[src/adc_ctrl_consts.svh]
`ifndef ADC_CTRL_CONSTS_SVH
`define ADC_CTRL_CONSTS_SVH

// one 3-wire frame is 8 address bits followed by 16 data bits.
`define ADC3W_FRAME_BITS 24

// half periods of the generated clocks, counted in wb_clk_i cycles.
`define ADC3W_CLK_DIV 2
`define PS_CLK_DIV 2

// signed MMCM phase position.
`define PS_POS_BITS 16

// word offsets, decoded from wb_adr_i[4:2].
`define REG_CTRL 3'd0
`define REG_SPI 3'd1
`define REG_PS 3'd2
`define REG_STATUS 3'd3

`endif

[src/adc_ctrl_pkg.sv]
`include "adc_ctrl_consts.svh"

package adc_ctrl_pkg;

  // commands from the register stage to the two engines.
  typedef enum logic [1:0] {
    OP_SPI_WRITE = 2'd0,
    OP_PS_INC    = 2'd1,
    OP_PS_DEC    = 2'd2
  } adc_op_e;

  // offsets 4 to 7 all decode to IDX_BAD.
  typedef enum logic [2:0] {
    IDX_CTRL   = `REG_CTRL,
    IDX_SPI    = `REG_SPI,
    IDX_PS     = `REG_PS,
    IDX_STATUS = `REG_STATUS,
    IDX_BAD    = 3'd4
  } reg_idx_e;

  typedef enum logic [1:0] {
    SPI_IDLE,
    SPI_LOW,
    SPI_HIGH,
    SPI_END
  } spi_state_e;

  typedef enum logic [1:0] {
    PS_IDLE,
    PS_PULSE,
    PS_WAIT,
    PS_NEXT
  } ps_state_e;

endpackage

[src/adc_cmd_if.sv]
`timescale 1ns/1ps
`include "adc_ctrl_consts.svh"

interface adc_cmd_if;

  // one-cycle command pulse with its opcode and argument.
  logic                                   cmd_valid;
  adc_ctrl_pkg::adc_op_e                  cmd_op;
  logic [`ADC3W_FRAME_BITS-1:0]           cmd_arg;

  // engine status back to the register stage.
  logic                                   spi_busy;
  logic                                   ps_busy;
  logic signed [`PS_POS_BITS-1:0]         ps_pos;

  modport issuer (output cmd_valid, cmd_op, cmd_arg,
                  input  spi_busy, ps_busy, ps_pos);

  modport spi_engine (input  cmd_valid, cmd_op, cmd_arg,
                      output spi_busy);

  modport ps_engine (input  cmd_valid, cmd_op, cmd_arg,
                     output ps_busy, ps_pos);

endinterface

[src/wb_adc_regs.sv]
`timescale 1ns/1ps
`include "adc_ctrl_consts.svh"

module wb_adc_regs
  import adc_ctrl_pkg::*;
(
  input  logic        wb_clk_i,
  input  logic        wb_rst_i,
  input  logic [31:0] wb_adr_i,
  input  logic [31:0] wb_dat_i,
  input  logic [3:0]  wb_sel_i,
  input  logic        wb_we_i,
  input  logic        wb_cyc_i,
  input  logic        wb_stb_i,
  output logic [31:0] wb_dat_o,
  output logic        wb_ack_o,
  output logic        wb_err_o,
  output logic        modepin_o,
  output logic        ddrb_o,
  output logic        mmcm_reset_o,
  adc_cmd_if.issuer   cmd
);

  reg_idx_e    reg_idx;
  logic        ack_q;
  logic        err_q;
  logic        req;
  logic        bad;
  logic [2:0]  ctrl_q;
  logic [31:0] rd_next;
  logic [31:0] rd_data_q;

  always_comb begin
    case (wb_adr_i[4:2])
      `REG_CTRL:   reg_idx = IDX_CTRL;
      `REG_SPI:    reg_idx = IDX_SPI;
      `REG_PS:     reg_idx = IDX_PS;
      `REG_STATUS: reg_idx = IDX_STATUS;
      default:     reg_idx = IDX_BAD;
    endcase
  end

  // a new request is only taken once the previous reply has gone.
  assign req = wb_cyc_i && wb_stb_i && !ack_q && !err_q;

  always_comb begin
    bad = 1'b0;
    if (reg_idx == IDX_BAD) begin
      bad = 1'b1;
    end else if (wb_we_i) begin
      case (reg_idx)
        IDX_SPI:    bad = cmd.spi_busy;
        IDX_PS:     bad = cmd.ps_busy;
        IDX_STATUS: bad = 1'b1;
        default:    bad = 1'b0;
      endcase
    end
  end

  always_comb begin
    case (reg_idx)
      IDX_CTRL:   rd_next = {29'd0, ctrl_q};
      IDX_STATUS: rd_next = {cmd.ps_pos, 14'd0, cmd.ps_busy, cmd.spi_busy};
      default:    rd_next = 32'd0;
    endcase
  end

  always_ff @(posedge wb_clk_i) begin
    if (wb_rst_i) begin
      ack_q         <= 1'b0;
      err_q         <= 1'b0;
      ctrl_q        <= 3'd0;
      cmd.cmd_valid <= 1'b0;
    end else begin
      ack_q         <= 1'b0;
      err_q         <= 1'b0;
      cmd.cmd_valid <= 1'b0;
      if (req) begin
        if (bad) begin
          err_q <= 1'b1;
        end else begin
          ack_q     <= 1'b1;
          rd_data_q <= wb_we_i ? 32'd0 : rd_next;
          if (wb_we_i) begin
            case (reg_idx)
              IDX_CTRL: begin
                if (wb_sel_i[0]) ctrl_q <= wb_dat_i[2:0];
              end
              IDX_SPI: begin
                cmd.cmd_valid <= 1'b1;
                cmd.cmd_op    <= OP_SPI_WRITE;
                cmd.cmd_arg   <= wb_dat_i[`ADC3W_FRAME_BITS-1:0];
              end
              IDX_PS: begin
                // a zero step count is acknowledged but starts nothing.
                if (wb_dat_i[15:0] != 16'd0) begin
                  cmd.cmd_valid <= 1'b1;
                  cmd.cmd_op    <= wb_dat_i[16] ? OP_PS_INC : OP_PS_DEC;
                  cmd.cmd_arg   <= {8'd0, wb_dat_i[15:0]};
                end
              end
              default: ;
            endcase
          end
        end
      end
    end
  end

  assign wb_ack_o     = ack_q;
  assign wb_err_o     = err_q;
  assign wb_dat_o     = ack_q ? rd_data_q : 32'd0;
  assign modepin_o    = ctrl_q[0];
  assign ddrb_o       = ctrl_q[1];
  assign mmcm_reset_o = ctrl_q[2];

endmodule

[src/adc_3wire_serializer.sv]
`timescale 1ns/1ps
`include "adc_ctrl_consts.svh"

module adc_3wire_serializer
  import adc_ctrl_pkg::*;
(
  input  logic          wb_clk_i,
  input  logic          wb_rst_i,
  adc_cmd_if.spi_engine cmd,
  output logic          adc3wire_clk_o,
  output logic          adc3wire_data_o,
  output logic          adc3wire_strobe_o
);

  localparam int N     = `ADC3W_FRAME_BITS;
  localparam int DIV_W = $clog2(`ADC3W_CLK_DIV + 1);
  localparam int BIT_W = $clog2(N + 1);

  spi_state_e       state;
  logic [DIV_W-1:0] div_cnt;
  logic [BIT_W-1:0] bit_cnt;
  logic [N-1:0]     shreg;

  always_ff @(posedge wb_clk_i) begin
    if (wb_rst_i) begin
      state             <= SPI_IDLE;
      div_cnt           <= '0;
      bit_cnt           <= '0;
      adc3wire_clk_o    <= 1'b0;
      adc3wire_data_o   <= 1'b0;
      adc3wire_strobe_o <= 1'b1;
    end else begin
      case (state)
        SPI_IDLE: begin
          if (cmd.cmd_valid && cmd.cmd_op == OP_SPI_WRITE) begin
            // the MSB goes straight to the pin, the rest waits in the shifter.
            shreg             <= {cmd.cmd_arg[N-2:0], 1'b0};
            adc3wire_data_o   <= cmd.cmd_arg[N-1];
            adc3wire_strobe_o <= 1'b0;
            div_cnt           <= '0;
            bit_cnt           <= BIT_W'(N - 1);
            state             <= SPI_LOW;
          end
        end
        SPI_LOW: begin
          if (div_cnt == DIV_W'(`ADC3W_CLK_DIV - 1)) begin
            div_cnt        <= '0;
            adc3wire_clk_o <= 1'b1;
            state          <= SPI_HIGH;
          end else begin
            div_cnt <= div_cnt + 1'b1;
          end
        end
        SPI_HIGH: begin
          if (div_cnt == DIV_W'(`ADC3W_CLK_DIV - 1)) begin
            div_cnt        <= '0;
            adc3wire_clk_o <= 1'b0;
            if (bit_cnt == '0) begin
              state <= SPI_END;
            end else begin
              bit_cnt         <= bit_cnt - 1'b1;
              adc3wire_data_o <= shreg[N-1];
              shreg           <= shreg << 1;
              state           <= SPI_LOW;
            end
          end else begin
            div_cnt <= div_cnt + 1'b1;
          end
        end
        SPI_END: begin
          // strobe stays low for one more cycle of hold after the last clock.
          adc3wire_strobe_o <= 1'b1;
          adc3wire_data_o   <= 1'b0;
          state             <= SPI_IDLE;
        end
        default: state <= SPI_IDLE;
      endcase
    end
  end

  assign cmd.spi_busy = (state != SPI_IDLE);

endmodule

[src/mmcm_phase_stepper.sv]
`timescale 1ns/1ps
`include "adc_ctrl_consts.svh"

module mmcm_phase_stepper
  import adc_ctrl_pkg::*;
(
  input  logic         wb_clk_i,
  input  logic         wb_rst_i,
  input  logic         mmcm_reset_i,
  adc_cmd_if.ps_engine cmd,
  output logic         psclk_o,
  output logic         psen_o,
  output logic         psincdec_o,
  input  logic         psdone_i
);

  localparam int DIV_W = $clog2(`PS_CLK_DIV + 1);

  ps_state_e        state;
  logic [DIV_W-1:0] div_cnt;
  logic [15:0]      steps_left;
  logic             ps_rise;

  // psclk rises on the cycle after this flag.
  assign ps_rise = (div_cnt == DIV_W'(`PS_CLK_DIV - 1)) && !psclk_o;

  always_ff @(posedge wb_clk_i) begin
    if (wb_rst_i || state == PS_IDLE) begin
      div_cnt <= '0;
      psclk_o <= 1'b0;
    end else if (div_cnt == DIV_W'(`PS_CLK_DIV - 1)) begin
      div_cnt <= '0;
      psclk_o <= !psclk_o;
    end else begin
      div_cnt <= div_cnt + 1'b1;
    end
  end

  always_ff @(posedge wb_clk_i) begin
    if (wb_rst_i) begin
      state      <= PS_IDLE;
      psen_o     <= 1'b0;
      psincdec_o <= 1'b0;
    end else begin
      case (state)
        PS_IDLE: begin
          if (cmd.cmd_valid && (cmd.cmd_op == OP_PS_INC || cmd.cmd_op == OP_PS_DEC)) begin
            steps_left <= cmd.cmd_arg[15:0];
            psincdec_o <= (cmd.cmd_op == OP_PS_INC);
            state      <= PS_PULSE;
          end
        end
        PS_PULSE: begin
          // psen spans one full psclk period, rising edge to rising edge.
          if (ps_rise) begin
            psen_o <= !psen_o;
            if (psen_o) state <= PS_WAIT;
          end
        end
        PS_WAIT: begin
          if (psdone_i) begin
            steps_left <= steps_left - 1'b1;
            state      <= PS_NEXT;
          end
        end
        PS_NEXT: state <= (steps_left == 16'd0) ? PS_IDLE : PS_PULSE;
        default: state <= PS_IDLE;
      endcase
    end
  end

  always_ff @(posedge wb_clk_i) begin
    if (wb_rst_i || mmcm_reset_i) begin
      cmd.ps_pos <= '0;
    end else if (state == PS_WAIT && psdone_i) begin
      cmd.ps_pos <= psincdec_o ? cmd.ps_pos + 1'b1 : cmd.ps_pos - 1'b1;
    end
  end

  assign cmd.ps_busy = (state != PS_IDLE);

endmodule

[src/wb_adc_controller.sv]
`timescale 1ns/1ps

module wb_adc_controller (
  input  logic        wb_clk_i,
  input  logic        wb_rst_i,
  input  logic [31:0] wb_adr_i,
  input  logic [31:0] wb_dat_i,
  input  logic [3:0]  wb_sel_i,
  input  logic        wb_we_i,
  input  logic        wb_cyc_i,
  input  logic        wb_stb_i,
  output logic [31:0] wb_dat_o,
  output logic        wb_ack_o,
  output logic        wb_err_o,
  output logic        adc3wire_clk_o,
  output logic        adc3wire_data_o,
  output logic        adc3wire_strobe_o,
  output logic        modepin_o,
  output logic        ddrb_o,
  output logic        mmcm_reset_o,
  output logic        psclk_o,
  output logic        psen_o,
  output logic        psincdec_o,
  input  logic        psdone_i
);

  adc_cmd_if cmd ();

  wb_adc_regs i_regs (
    .wb_clk_i     (wb_clk_i),
    .wb_rst_i     (wb_rst_i),
    .wb_adr_i     (wb_adr_i),
    .wb_dat_i     (wb_dat_i),
    .wb_sel_i     (wb_sel_i),
    .wb_we_i      (wb_we_i),
    .wb_cyc_i     (wb_cyc_i),
    .wb_stb_i     (wb_stb_i),
    .wb_dat_o     (wb_dat_o),
    .wb_ack_o     (wb_ack_o),
    .wb_err_o     (wb_err_o),
    .modepin_o    (modepin_o),
    .ddrb_o       (ddrb_o),
    .mmcm_reset_o (mmcm_reset_o),
    .cmd          (cmd.issuer)
  );

  adc_3wire_serializer i_serializer (
    .wb_clk_i          (wb_clk_i),
    .wb_rst_i          (wb_rst_i),
    .cmd               (cmd.spi_engine),
    .adc3wire_clk_o    (adc3wire_clk_o),
    .adc3wire_data_o   (adc3wire_data_o),
    .adc3wire_strobe_o (adc3wire_strobe_o)
  );

  // the CTRL reset bit also clears the tracked phase position.
  mmcm_phase_stepper i_stepper (
    .wb_clk_i     (wb_clk_i),
    .wb_rst_i     (wb_rst_i),
    .mmcm_reset_i (mmcm_reset_o),
    .cmd          (cmd.ps_engine),
    .psclk_o      (psclk_o),
    .psen_o       (psen_o),
    .psincdec_o   (psincdec_o),
    .psdone_i     (psdone_i)
  );

endmodule

[config.mk]
export PLATFORM = sky130hd
export DESIGN_NAME = wb_adc_controller
export DESIGN_NICKNAME = d
export VERILOG_FILES = /design/src/adc_ctrl_pkg.sv /design/src/adc_cmd_if.sv /design/src/wb_adc_regs.sv /design/src/adc_3wire_serializer.sv /design/src/mmcm_phase_stepper.sv /design/src/wb_adc_controller.sv
export VERILOG_INCLUDE_DIRS = /design/src /design/src/src
export SDC_FILE = /design/constraint.sdc
export NUM_CORES = 1
export LEC_CHECK = 0
export ABC_AREA = 1
export BUFFER_PORTS_ARGS = -buffer_cell sky130_fd_sc_hd__buf_2
export CORE_AREA = 2 2 113 115
export CTS_BUF_LIST = sky130_fd_sc_hd__clkbuf_2 sky130_fd_sc_hd__clkbuf_4 sky130_fd_sc_hd__clkbuf_8
export DETAILED_ROUTE_END_ITERATION = 16
export DIE_AREA = 0 0 115 117
export PLACE_DENSITY_LB_ADDON = 0.08
export SETUP_SLACK_MARGIN = 0.05
export SYNTH_ARGS = -nofsm -noshare
export SYNTH_HDL_FRONTEND = slang
export SYNTH_SLANG_ARGS = --single-unit
[constraint.sdc]
create_clock -name wb_clk_i -period 5.7 [get_ports wb_clk_i]
set_clock_uncertainty 0.2 [all_clocks]
set_input_delay 0.57 -clock wb_clk_i [delete_from_list [all_inputs] [get_ports wb_clk_i]]
set_output_delay 0.57 -clock wb_clk_i [all_outputs]
set_load 0.02 [all_outputs]
==> Yosys cells after proc, flatten, opt, wreduce, memory -nomap -nowiden <==
Index checks and enable logic that the tools add are counted.
{ "word_totals": {"reg_bits": 139, "in_bits": 74, "out_inout_bits": 43, "elab_cells": 156} }
{ "op_classes": {"add_sub_neg": 6, "eq_ne": 26, "mux": 50, "n_bitwise": 4, "n_reduce_logical": 49} }
{ "op_table": {"columns": ["cell", "count"], "rows": [
  ["$mux 24", 4],
  ["$pmux 24 s2", 2],
  ["$pmux 32 s2", 1],
  ["$mux 16", 3],
  ["$mux 32", 1],
  ["$pmux 16 s2", 1],
  ["$sub 16x1->16 const B", 2],
  ["$mux 2", 12],
  ["$add 16x1->16 const B", 1],
  ["$logic_not 16->1", 1],
  ["$pmux 2 s4", 2],
  ["$reduce_and 4->1", 4],
  ["$reduce_bool 16->1", 1],
  ["$reduce_bool 2->1", 8],
  ["$mux 5", 3],
  ["$eq 3x2->1 const B", 4],
  ["$mux 1", 12],
  ["$ne 2x1->1 const B", 6],
  ["$pmux 3 s4", 1],
  ["$eq 2x1->1 const B", 5],
  ["$eq 2x2->1 const B", 5],
  ["$pmux 5 s2", 1],
  ["$reduce_and 5->1", 2],
  ["$reduce_and 3->1", 3],
  ["20 further kinds", 50]
]} }

==> Depth between registers and ports, before layout <==
Gate-level depths: netlist of the first run.
{ "logic_depth": {"ltp_word": 8, "depth_mapped": 12, "ltp_nobuf": 12} }

==> By module <==
From an unflattened synthesis of the first run, not the netlist that was laid out.
{ "unflattened": {"cells_unflattened": 853, "hier_area_um2": 6855.3} }
{ "by_module_without_submodules": {"columns": ["module", "instances", "cells_each", "area_per_inst_um2", "seq_area_each_um2"], "rows": [
  ["mmcm_phase_stepper", 1, 422, 2901.5, 940.9],
  ["wb_adc_regs", 1, 228, 2264.7, 1471.4],
  ["adc_3wire_serializer", 1, 203, 1689.1, 930.9]
]} }

==> Worst setup path before layout of the first run <==
OpenSTA, ideal clock, no wires.
{ "synth_timing": {"path_type": "in2reg", "from": "in wb_adr_i[3]", "to": "reg i_regs.cmd.cmd_arg[0] (enable)", "setup_ns": 0.409, "arrival_ns": 2.382, "required_time_ns": 5.091, "path_slack_ns": 2.710, "path_stages": 7, "cell_sequence": "inv_1 > nor2_1 > nand2_2 > o221ai_1 > a21oi_1 > nand2_1 > nor2_1"} }
{ "synth_via": {"elab_chain_cells": 8, "elab_cells_between_ends": 16} }
{ "synth_lines": {"columns": ["element", "line_no", "text"], "rows": [
  ["start: declaration", "wb_adc_controller.sv:6", "input logic [31:0] wb_adr_i,"],
  ["$eq 3x2->1, or another cell as far along", "wb_adc_regs.sv:34", "case (wb_adr_i[4:2])"],
  ["$pmux 3 s4 *", "wb_adc_regs.sv:34", null],
  ["$eq 3x2->1, or another cell as far along", "wb_adc_regs.sv:51", "case (reg_idx)"],
  ["$pmux 1 s3", "wb_adc_regs.sv:51", null],
  ["$mux 1", "wb_adc_regs.sv:50", "end else if (wb_we_i) begin"],
  ["$mux 1", "wb_adc_regs.sv:48", "if (reg_idx == IDX_BAD) begin"],
  ["$not 1->1 (no source line)", null, null],
  ["$reduce_and 6->1 (no source line) *", null, null],
  ["end signal: assignment", "wb_adc_regs.sv:92", "cmd.cmd_arg <= wb_dat_i[`ADC3W_FRAME_BITS-1:0];"],
  ["end signal: assignment", "wb_adc_regs.sv:99", "cmd.cmd_arg <= {8'd0, wb_dat_i[15:0]};"],
  ["end: declaration", "adc_cmd_if.sv:16", "modport issuer (output cmd_valid, cmd_op, cmd_arg,"]
]} }
Every way passes the cells marked *; elsewhere a longest branch is shown, timed or not.
A chain may end at the register's enable or synchronous reset.

==> Worst setup path after layout of the first run <==
{ "layout_timing": {"from": "reg i_stepper.state[0]", "to": "reg i_stepper.cmd.ps_pos[5]"} }
{ "layout_via": {"elab_chain_cells": 2} }
{ "layout_lines": {"columns": ["element", "line_no", "text"], "rows": [
  ["start: declaration", "mmcm_phase_stepper.sv:19", "ps_state_e state;"],
  ["start signal: assignment", "mmcm_phase_stepper.sv:66", "PS_NEXT: state <= (steps_left == 16'd0) ? PS_IDLE : PS_PULSE;"],
  ["$eq 2x2->1", "mmcm_phase_stepper.sv:75", "end else if (state == PS_WAIT && psdone_i) begin"],
  ["$logic_and 1x1->1", "mmcm_phase_stepper.sv:75", null],
  ["end signal: assignment", "mmcm_phase_stepper.sv:76", "cmd.ps_pos <= psincdec_o ? cmd.ps_pos + 1'b1 : cmd.ps_pos - 1'b1;"],
  ["end: declaration", "adc_cmd_if.sv:23", "output ps_busy, ps_pos);"]
]} }
No other way between the ends.

==> metrics.yaml, run 1 <==
fin_crit_ns: 2.77
path_class: "flop to flop"
crit_path_max_fanout: 20
share_seq_of_total_power_pct: 41.2
cts_made_buffers: 17
finish.net_count: 959
crit_cells: 7
avgRoutedWirePerCell_um: 13.4
num_io_pins: 117
whs_ns: 0.117
critPathMaxStageDelay_ns: 0.59
status: "finished clean"
die_y_um: 117
critPathCaptureType: "flop"
cpMaxStageDelayCell: "ha_1"
layout_commonest_cell: "nand2_1"
ir_worst_vdd_mv: 0.171
synthesis.area_um2: 6600
busiest_layer: "met2"
grt_util_met1_pct: 26.3
hp-class: "primary input to flop"
crit_required_ns: 5.89
htree_levels: 4
antenna_left: 0
port_buffers: 63
track_usage_pct: 21.6
crit_arrival_ns: 2.96
place.gp.congestion: 0.905
comb_power_share_pct: 29.8
drv_slew: 0
ys_ff_latch: 125
critPathBufInv: 3
period_share_pct: 48.6
layout-drive-gt1-share_pct: 14.0
hold_viol_final: 0
crit_path_start_kind: "flop"
post-cts-setup-buffers: 0
cts_tree: "built"
wl_mm: 13.6
vias_per_cell: 5.02
grt_use_met2_pct: 36.7
antenna_found_initial: 1
clk_latency_ns: 0.45
cts_root_buf: "clkbuf_8"
area_growth_pct: 12.5
final_cell_mix: "189 x nand2_1, 125 x inv_1, 84 x edfxtp_1"
rsz0062_at_grt: "no"
grt_pass1_vias: 4836
crit_path_cell_trace: "inv_1 -> ha_1 -> nand2_1 -> inv_1 -> o21ai_0 -> o21bai_1 -> inv_1"
cts_resized: 0
rows: 41
intPower_mw: 1.81
hold-path-cell-count: 1
maxCapViolations: 0
p_sw_mw: 0.964
synth_cell_types: 42
cts.sinks: 125
syn_avg_cell_area_um2: 8.34
design.die.area_um2: 13500
vias: 5121
initial_core_util_pct: 53.6
p_per_area_nw_per_um2: 373
finalSetupViolations: 0
grt_max_degree: 38
slew_headroom_pct: 31.3
core_area_um2: 12300
max_freq_mhz: 361
ys_seq_area_share_pct: 50.7
dp_hpwl_mm: 10.2
ctsHoldBuffers: 0
grt_use_met3_pct: 6.28
clk_path_buf_depth: 2
overflow: 0
p_leak_nw: 3.48
worst_pin_slew_ns: 1.03
syn_inst: 791
cpMostUsedCell: "inv_1"
switching_share_pct: 34.8
grt_pass1_wl_mm: 22.3
crit_family: "buffers and inverters"
clkPwrFrac_pct: 29.0
tns_ns: 0
die_w_um: 115
yosys_warnings: 0
route.detailed.drc: 0
reg2reg_depth: 7
clk_pin_slew_worst_paths_ns: 0.07
dr.pass1.iters: 6
drt_iter0_markers: 362
-- per-stage QoR --
| stage | std cells | util [%] | cell area (um2) | setup slack [ns] | total power [mW] |
|---|---|---|---|---|---|
| 3_5_place_dp | 987 | 56.9 | 7000 | 2.75 | 1.98 |
| 6_report | 1020 | 60.3 | 7420 | 2.93 | 2.77 |
| 4_1_cts | 1019 | 60.3 | 7420 | 2.93 | 2.79 |
| 3_3_place_gp | 987 | 56.9 | 7000 | 2.85 | 1.95 |
| 5_1_grt | 1019 | 60.3 | 7420 | 2.66 | 2.97 |
| 2_1_floorplan | 803 | - | 6640 | 2.71 | 1.79 |
-- synthesized netlist by cell type --
master / count / area share, %
clkinv_1: 1 / 0.057
nor2_1: 80 / 4.6
nor4_1: 2 / 0.19
o21ai_0: 46 / 3.5
nand2_2: 8 / 0.76
conb_1: 1 / 0.057
o21a_1: 1 / 0.11
clkbuf_1: 12 / 0.68
o22ai_1: 1 / 0.095
and2_1: 5 / 0.47
o31ai_1: 1 / 0.11
xor2_1: 11 / 1.5
nor4_4: 1 / 0.32
ha_1: 28 / 5.3
o211ai_1: 3 / 0.34
nand3_1: 36 / 2.7
a21boi_0: 1 / 0.11
fa_1: 1 / 0.30
a21o_1: 1 / 0.11
buf_2: 5 / 0.38
or2_2: 2 / 0.19
xnor2_1: 5 / 0.66
edfxtp_1: 84 / 38
or2_1: 1 / 0.095
inv_1: 125 / 7.1
o21ai_1: 3 / 0.23
a221o_1: 1 / 0.15
nor3_1: 21 / 1.6
o221ai_1: 1 / 0.13
nor2_2: 4 / 0.38
o21bai_1: 3 / 0.34
nand2_1: 189 / 11
dfxtp_1: 41 / 12
a211oi_1: 6 / 0.68
inv_2: 3 / 0.17
buf_1: 2 / 0.11
a22oi_1: 1 / 0.11
nor2_4: 2 / 0.34
a31oi_1: 3 / 0.28
nand4_1: 5 / 0.47
a21oi_1: 30 / 2.3
buf_4: 14 / 1.6
-- path summary, 6_finish.rpt --
| kind | from | endpoint | slack [ns] |
|---|---|---|---|
| setup / recovery | i_stepper.state[0] | i_stepper.cmd.ps_pos[5] | 2.93 |
| hold / removal | wb_dat_i[14] | i_regs.cmd.cmd_arg[14] | 0.12 |
| setup reg to reg | i_stepper.state[0] | i_stepper.cmd.ps_pos[5] | 2.93 |
| hold reg to reg | i_stepper.div_cnt[0] | i_stepper.div_cnt[0] | 0.24 |
-- metal layers --
layer | vias up | wire length, um
li1 | 2660 | -
met1 | 2360 | 6030
met2 | 83 | 6900
met3 | 18 | 493
met4 | 0 | 221
met5 | - | 0
-- kinds of logic (layout without fill, tap and decap cells) --
kind of cell             Yosys count  in the layout  synth area share (%)
XOR/XNOR                          16             16                  2.12
AND/OR/NAND/NOR                  356            356                  22.8
AO/OA/AOI/OAI                    102            102                  8.59
flip-flops                       125            125                  50.7
adder cells (fa/ha/maj)           29             29                  5.61
other                              1             14                0.0568
buffers and inverters            162            228                  10.1
-- state kept, by name (all words and copies together) (netlist names), 2 cells and up --
| name | cells |
|---|---|
| i_regs.ctrl_q | 3 |
| i_regs.rd_data_q | 19 |
| i_serializer.state | 2 |
| i_stepper.steps_left | 16 |
| i_regs.cmd.cmd_op | 2 |
| i_serializer.bit_cnt | 5 |
| i_stepper.cmd.ps_pos | 16 |
| i_regs.cmd.cmd_arg | 24 |
| i_serializer.div_cnt | 2 |
| i_stepper.div_cnt | 2 |
| i_serializer.shreg | 23 |
| i_stepper.state | 2 |
-- power by group through the flow --
stage	Combinational [mW]	Sequential [mW]	Clock (mW)
final	0.826	1.14	0.803
after global placement	0.795	1.16	0
after global routing	0.951	1.15	0.868
after detailed placement	0.822	1.16	0
after CTS	0.827	1.14	0.823
after floorplan	0.640	1.15	0
-- layout make-up --
type                            instances  area [um2]
Antenna cell                            1        2.50
Clock inverter                         14         166
Sequential cell                       125        3340
Inverter                              129         484
Timing Repair Buffer                   67         345
Clock buffer                           18         248
Fill cell                            1111        4890
Multi-Input combinational cell        516        2640
Tap cell                              150         188
Power figures use the tool's default switching activity.
==> run 2: changes to the inputs <==
- CORE_AREA: 2 2 113 115 -> 2 2 115 117
- DIE_AREA: 0 0 115 117 -> 0 0 117 119
- clock period: 5.7 -> 2.5 ns (I/O delays scaled with it)
==> run 2 against run 1 <==
Against the previous run: worst hold slack worse by 0.082 ns; final cell count rose by 6.9%; register-to-register slack got worse by 2.8 ns; worst setup slack worse by 2.8 ns; total power rose by 130%; die area is 3.5% higher; critical path depth increased by 7; largest cell class unchanged; largest power group unchanged.
==> metrics.yaml, run 2 (synthesized netlist as in run 1, its figures left out) <==
reg2reg_depth: 14
initial_core_util_pct: 51.3
crit_path_max_fanout: 6
max_freq_mhz: 426
clkPwrFrac_pct: 28.8
finish.net_count: 1004
track_usage_pct: 22.2
wl_mm: 14.5
rsz0062_at_grt: "yes"
crit_required_ns: 2.64
overflow: 0
layout-drive-gt1-share_pct: 15.6
tns_ns: 0
vias_per_cell: 4.93
htree_levels: 4
design.die.area_um2: 13900
share_seq_of_total_power_pct: 40.4
num_antenna_cells: 0
die_y_um: 119
hold-path-cell-count: 5
intPower_mw: 4.26
dp_hpwl_mm: 10.2
switching_share_pct: 33.9
worst_pin_slew_ns: 0.601
rows: 42
drv_slew: 0
core_area_um2: 12900
period_share_pct: 93.9
setup_ws_ns: 0.151
die_w_um: 117
finalSetupViolations: 0
dp.cells: 1023
route.detailed.drc: 0
comb_power_share_pct: 30.8
cts_made_buffers: 17
path_class: "flop to flop"
power_mw: 6.45
postLayoutCellArea_um2: 7910
place.gp.congestion: 0.919
crit_arrival_ns: 2.49
hp-class: "primary input to flop"
antenna_left: 0
area_growth_pct: 19.8
clk_latency_ns: 0.45
critPathCaptureType: "flop"
route.met2.wl_mm: 7.25
maxCapViolations: 0
slew_headroom_pct: 59.9
cts_root_buf: "clkbuf_8"
stdcell_count: 1090
top_regs: "i_regs.cmd.cmd_arg (24), i_serializer.shreg (23), i_regs.rd_data_q (19)"
num_io_pins: 117
grt_max_degree: 33
ir_worst_vdd_mv: 0.378
vias: 5372
avgRoutedWirePerCell_um: 13.3
grt_pass1_vias: 5198
port_buffers: 63
fin_crit_ns: 2.35
p_leak_nw: 3.69
largest_reg_flops: 24
status: "finished clean"
clk_path_buf_depth: 2
layout_commonest_cell: "nand2_1"
crit_path_start_kind: "flop"
dr.pass1.iters: 4
hold_viol_final: 0
post_dp_cell_area_um2: 7140
drt_iter0_markers: 326
final_util_pct: 61.4
grt_pass1_wl_mm: 23.8
cts_tree: "built"
antenna_found_initial: 0
cts.sinks: 125
largest_register: "i_regs.cmd.cmd_arg"
dr_wl_met3_um: 589
whs_ns: 0.0341
clk_pin_slew_worst_paths_ns: 0.07
m1WireLength_mm: 6.29
dp_slack_ns: 0.134
p_sw_mw: 2.18
p_per_area_nw_per_um2: 816
final_cell_mix: "189 x nand2_1, 124 x inv_1, 84 x edfxtp_1"
dr.max_layer_used: "met4"
-- run 2: cell count changes in the layout (fill, tap and decap cells not counted), sizes merged --
cell	before	now
clkbuf	18	25
dlygate4sd3	0	29
diode	1	0
buf	67	82
clkinv	6	5
clkinvlp	3	2
inv	131	127
-- run 2: timing repair --
item,4_1_cts,5_1_grt
hold buffers,29,0
endpoints found under the hold margin,32,0
gates resized for setup,0,6
setup buffers,0,6
endpoints found under the setup margin,0,10
-- run 2: critical path, stage by stage (launching register included) --
cell and delay, ns:
dfxtp_2 0.38, clkinvlp_4 0.10, buf_4 0.16, buf_4 0.13, ha_1 0.36, nand2_1 0.10, nand2_1 0.05, a21oi_1 0.14
nand2_2 0.12, a21oi_1 0.20, inv_1 0.07, nand2_1 0.06, nand3_1 0.06, nand2_1 0.08, inv_1 0.03
-- run 2: power groups by stage --
stage | Combinational, mW | Clock, mW | Sequential, mW
final | 1.99 | 1.86 | 2.60
after global routing | 2.29 | 1.98 | 2.63
after CTS | 1.96 | 1.90 | 2.60
after detailed placement | 1.91 | 0 | 2.65
after global placement | 1.85 | 0 | 2.64
after floorplan | 1.47 | 0 | 2.62
-- run 2: final timing paths --
check	start	endpoint	slack (ns)
worst max-delay path	i_stepper.psincdec_o	i_stepper.cmd.ps_pos[9]	0.15
worst min-delay path	wb_sel_i[0]	i_regs.ctrl_q[0]	0.03
worst max register to register	i_stepper.psincdec_o	i_stepper.cmd.ps_pos[9]	0.15
worst min register to register	i_stepper.div_cnt[0]	i_stepper.div_cnt[0]	0.22
-- run 2: per-layer routing --
layer | global-route usage (%) | vias up
li1 | - | 2748
met1 | 26.7 | 2485
met2 | 37.2 | 112
met3 | 5.65 | 27
met4 | 9.63 | 0
met5 | 0 | -
-- run 2: area by class of cell --
class	count	area, um2
tap	176	220
timing repair buffer	112	781
fill	1157	4970
multi-input combinational	516	2660
clock inverter	8	116
sequential	125	3340
inverter	129	488
clock buffer	24	299
==> run 3: changes to the inputs <==
- PLACE_DENSITY: default -> 0.78
- PLACE_DENSITY_LB_ADDON: 0.08 -> default
==> run 3 against run 2 <==
Against the previous run: utilization decreased by 0.66 points; critical path type is now primary input to flop; sequential power hardly changed; largest cell class unchanged; sequential share of layout area is 0.46 points higher; sequential cell count unchanged; clock-buffer cell count decreased by 7.
==> metrics.yaml, run 3 (synthesized netlist as in run 1, its figures left out) <==
finalSetupViolations: 0
drv_slew: 0
critPathCaptureType: "flop"
nFillCells: 1103
track_usage_pct: 22.1
cts_made_buffers: 17
layout-drive-gt1-share_pct: 15.3
num_io_pins: 117
antenna_left: 0
path_class: "primary input to flop"
area_growth_pct: 18.5
crit_required_ns: 2.45
rows: 42
hp-class: "primary input to flop"
place.gp.congestion: 0.924
ir_worst_vdd_mv: 0.541
num_antenna_cells: 0
die_y_um: 119
largest_register: "i_regs.cmd.cmd_arg"
vias: 5407
finish.net_count: 1001
postLayoutCellArea_um2: 7820
htree_levels: 4
dp_hpwl_mm: 10.0
maxCapViolations: 0
cts_tree: "built"
grt_max_degree: 35
grt_pass1_wl_mm: 23.7
rsz0062_at_grt: "no"
status: "finished clean"
avgRoutedWirePerCell_um: 13.3
design.die.area_um2: 13900
clk_path_buf_depth: 2
die_w_um: 117
period_share_pct: 92.2
dr.pass1.iters: 5
top_regs: "i_regs.cmd.cmd_arg (24), i_serializer.shreg (23), i_regs.rd_data_q (19)"
antenna_found_initial: 0
p_per_area_nw_per_um2: 786
largest_reg_flops: 24
worst_pin_slew_ns: 0.571
core_area_um2: 12900
cts_root_buf: "clkbuf_8"
layout_commonest_cell: "nand2_1"
vias_per_cell: 4.97
initial_core_util_pct: 51.3
grt_pass1_vias: 5212
post_dp_cell_area_um2: 7140
cts.sinks: 125
wl_mm: 14.4
clk_latency_ns: 0.46
route.detailed.drc: 0
crit_arrival_ns: 2.25
port_buffers: 63
tns_ns: 0
crit_path_max_fanout: 26
slew_headroom_pct: 61.9
drt_iter0_markers: 317
fin_crit_ns: 2.31
crit_path_start_kind: "primary input"
hold_viol_final: 0
clk_pin_slew_worst_paths_ns: 0.07
final_cell_mix: "189 x nand2_1, 124 x inv_1, 84 x edfxtp_1"
p_leak_nw: 3.64
max_freq_mhz: 434
overflow: 0
==> run 3: cell count changes in the layout (fill, tap and decap cells not counted), sizes merged <==
| cell | before | now |
|---|---|---|
| clkinvlp | 2 | 6 |
| clkbuf | 25 | 17 |
| dlygate4sd3 | 29 | 28 |
| buf | 82 | 81 |
| bufinv | 3 | 1 |
| clkinv | 5 | 10 |
==> run 3: final timing paths <==
path / startpoint / to / slack (ns) / depth (start not counted)
setup reg to reg: i_stepper.psincdec_o / i_stepper.cmd.ps_pos[9] / 0.19 / 13
hold / removal: wb_sel_i[0] / i_regs.ctrl_q[1] / 0.03 / 5
hold reg to reg: i_stepper.div_cnt[0] / i_stepper.div_cnt[0] / 0.22 / 1
setup / recovery: wb_adr_i[4] / i_regs.cmd.cmd_arg[18] / 0.19 / 10
==> run 3: layer usage <==
| layer | wire length [um] | GRT usage, % | vias to the layer above |
|---|---|---|---|
| met5 | 0 | 0 | - |
| met4 | 478 | 10.1 | 0 |
| met3 | 635 | 6.01 | 40 |
| met2 | 6950 | 35.9 | 119 |
| met1 | 6350 | 27.4 | 2507 |
| li1 | - | - | 2741 |
==> run 3: power breakdown <==
group          switching (mW)  internal (mW)  total, mW
logic                    1.25          0.703       1.95
registers               0.127           2.47       2.59
clock network           0.832          0.774       1.61
total                    2.21           3.95       6.15
==> run 3: critical path, cell delays in order <==
cell and delay [ns]:
dlygate4sd3_1 0.54, buf_2 0.15, nor2_2 0.18, nand2_1 0.15
clkinv_1 0.23, o21ai_0 0.19, nand2_1 0.09, nand2_1 0.07
nor2_2 0.16, buf_12 0.20
==> run 3: layout make-up <==
| class | instances | area (um2) | share of cell area [%] |
|---|---|---|---|
| clock buffers | 17 | 234 | 2.99 |
| repair buffers | 109 | 756 | 9.66 |
| flip-flops and latches | 125 | 3340 | 42.8 |
| inverters | 129 | 488 | 6.24 |
| multi-input cells | 516 | 2650 | 33.9 |
| well taps | 176 | 220 | 2.82 |
| clock inverters | 15 | 126 | 1.62 |
==> run 3: timing repair <==
| action | in CTS | in global routing |
|---|---|---|
| buffers inserted | 0 | 2 |
| resized for setup | 0 | 4 |
| endpoints found under the setup margin | 0 | 5 |
| endpoints found under the hold margin | 35 | 0 |
| hold buffers | 28 | 0 |
==> run 3: through the flow <==
stage          util, %  total power [mW]  setup slack (ns)  cells  hold slack, ns
6_report          60.7              6.15             0.195   1087          0.0285
5_1_grt           60.7              6.58            0.0763   1087          0.0324
4_1_cts           60.4              6.15             0.169   1085         0.00160
3_5_place_dp      55.5              4.51             0.199   1025           0.216
3_3_place_gp      55.5              4.47             0.275   1025           0.212
2_1_floorplan        -              4.09             0.115    803           0.149
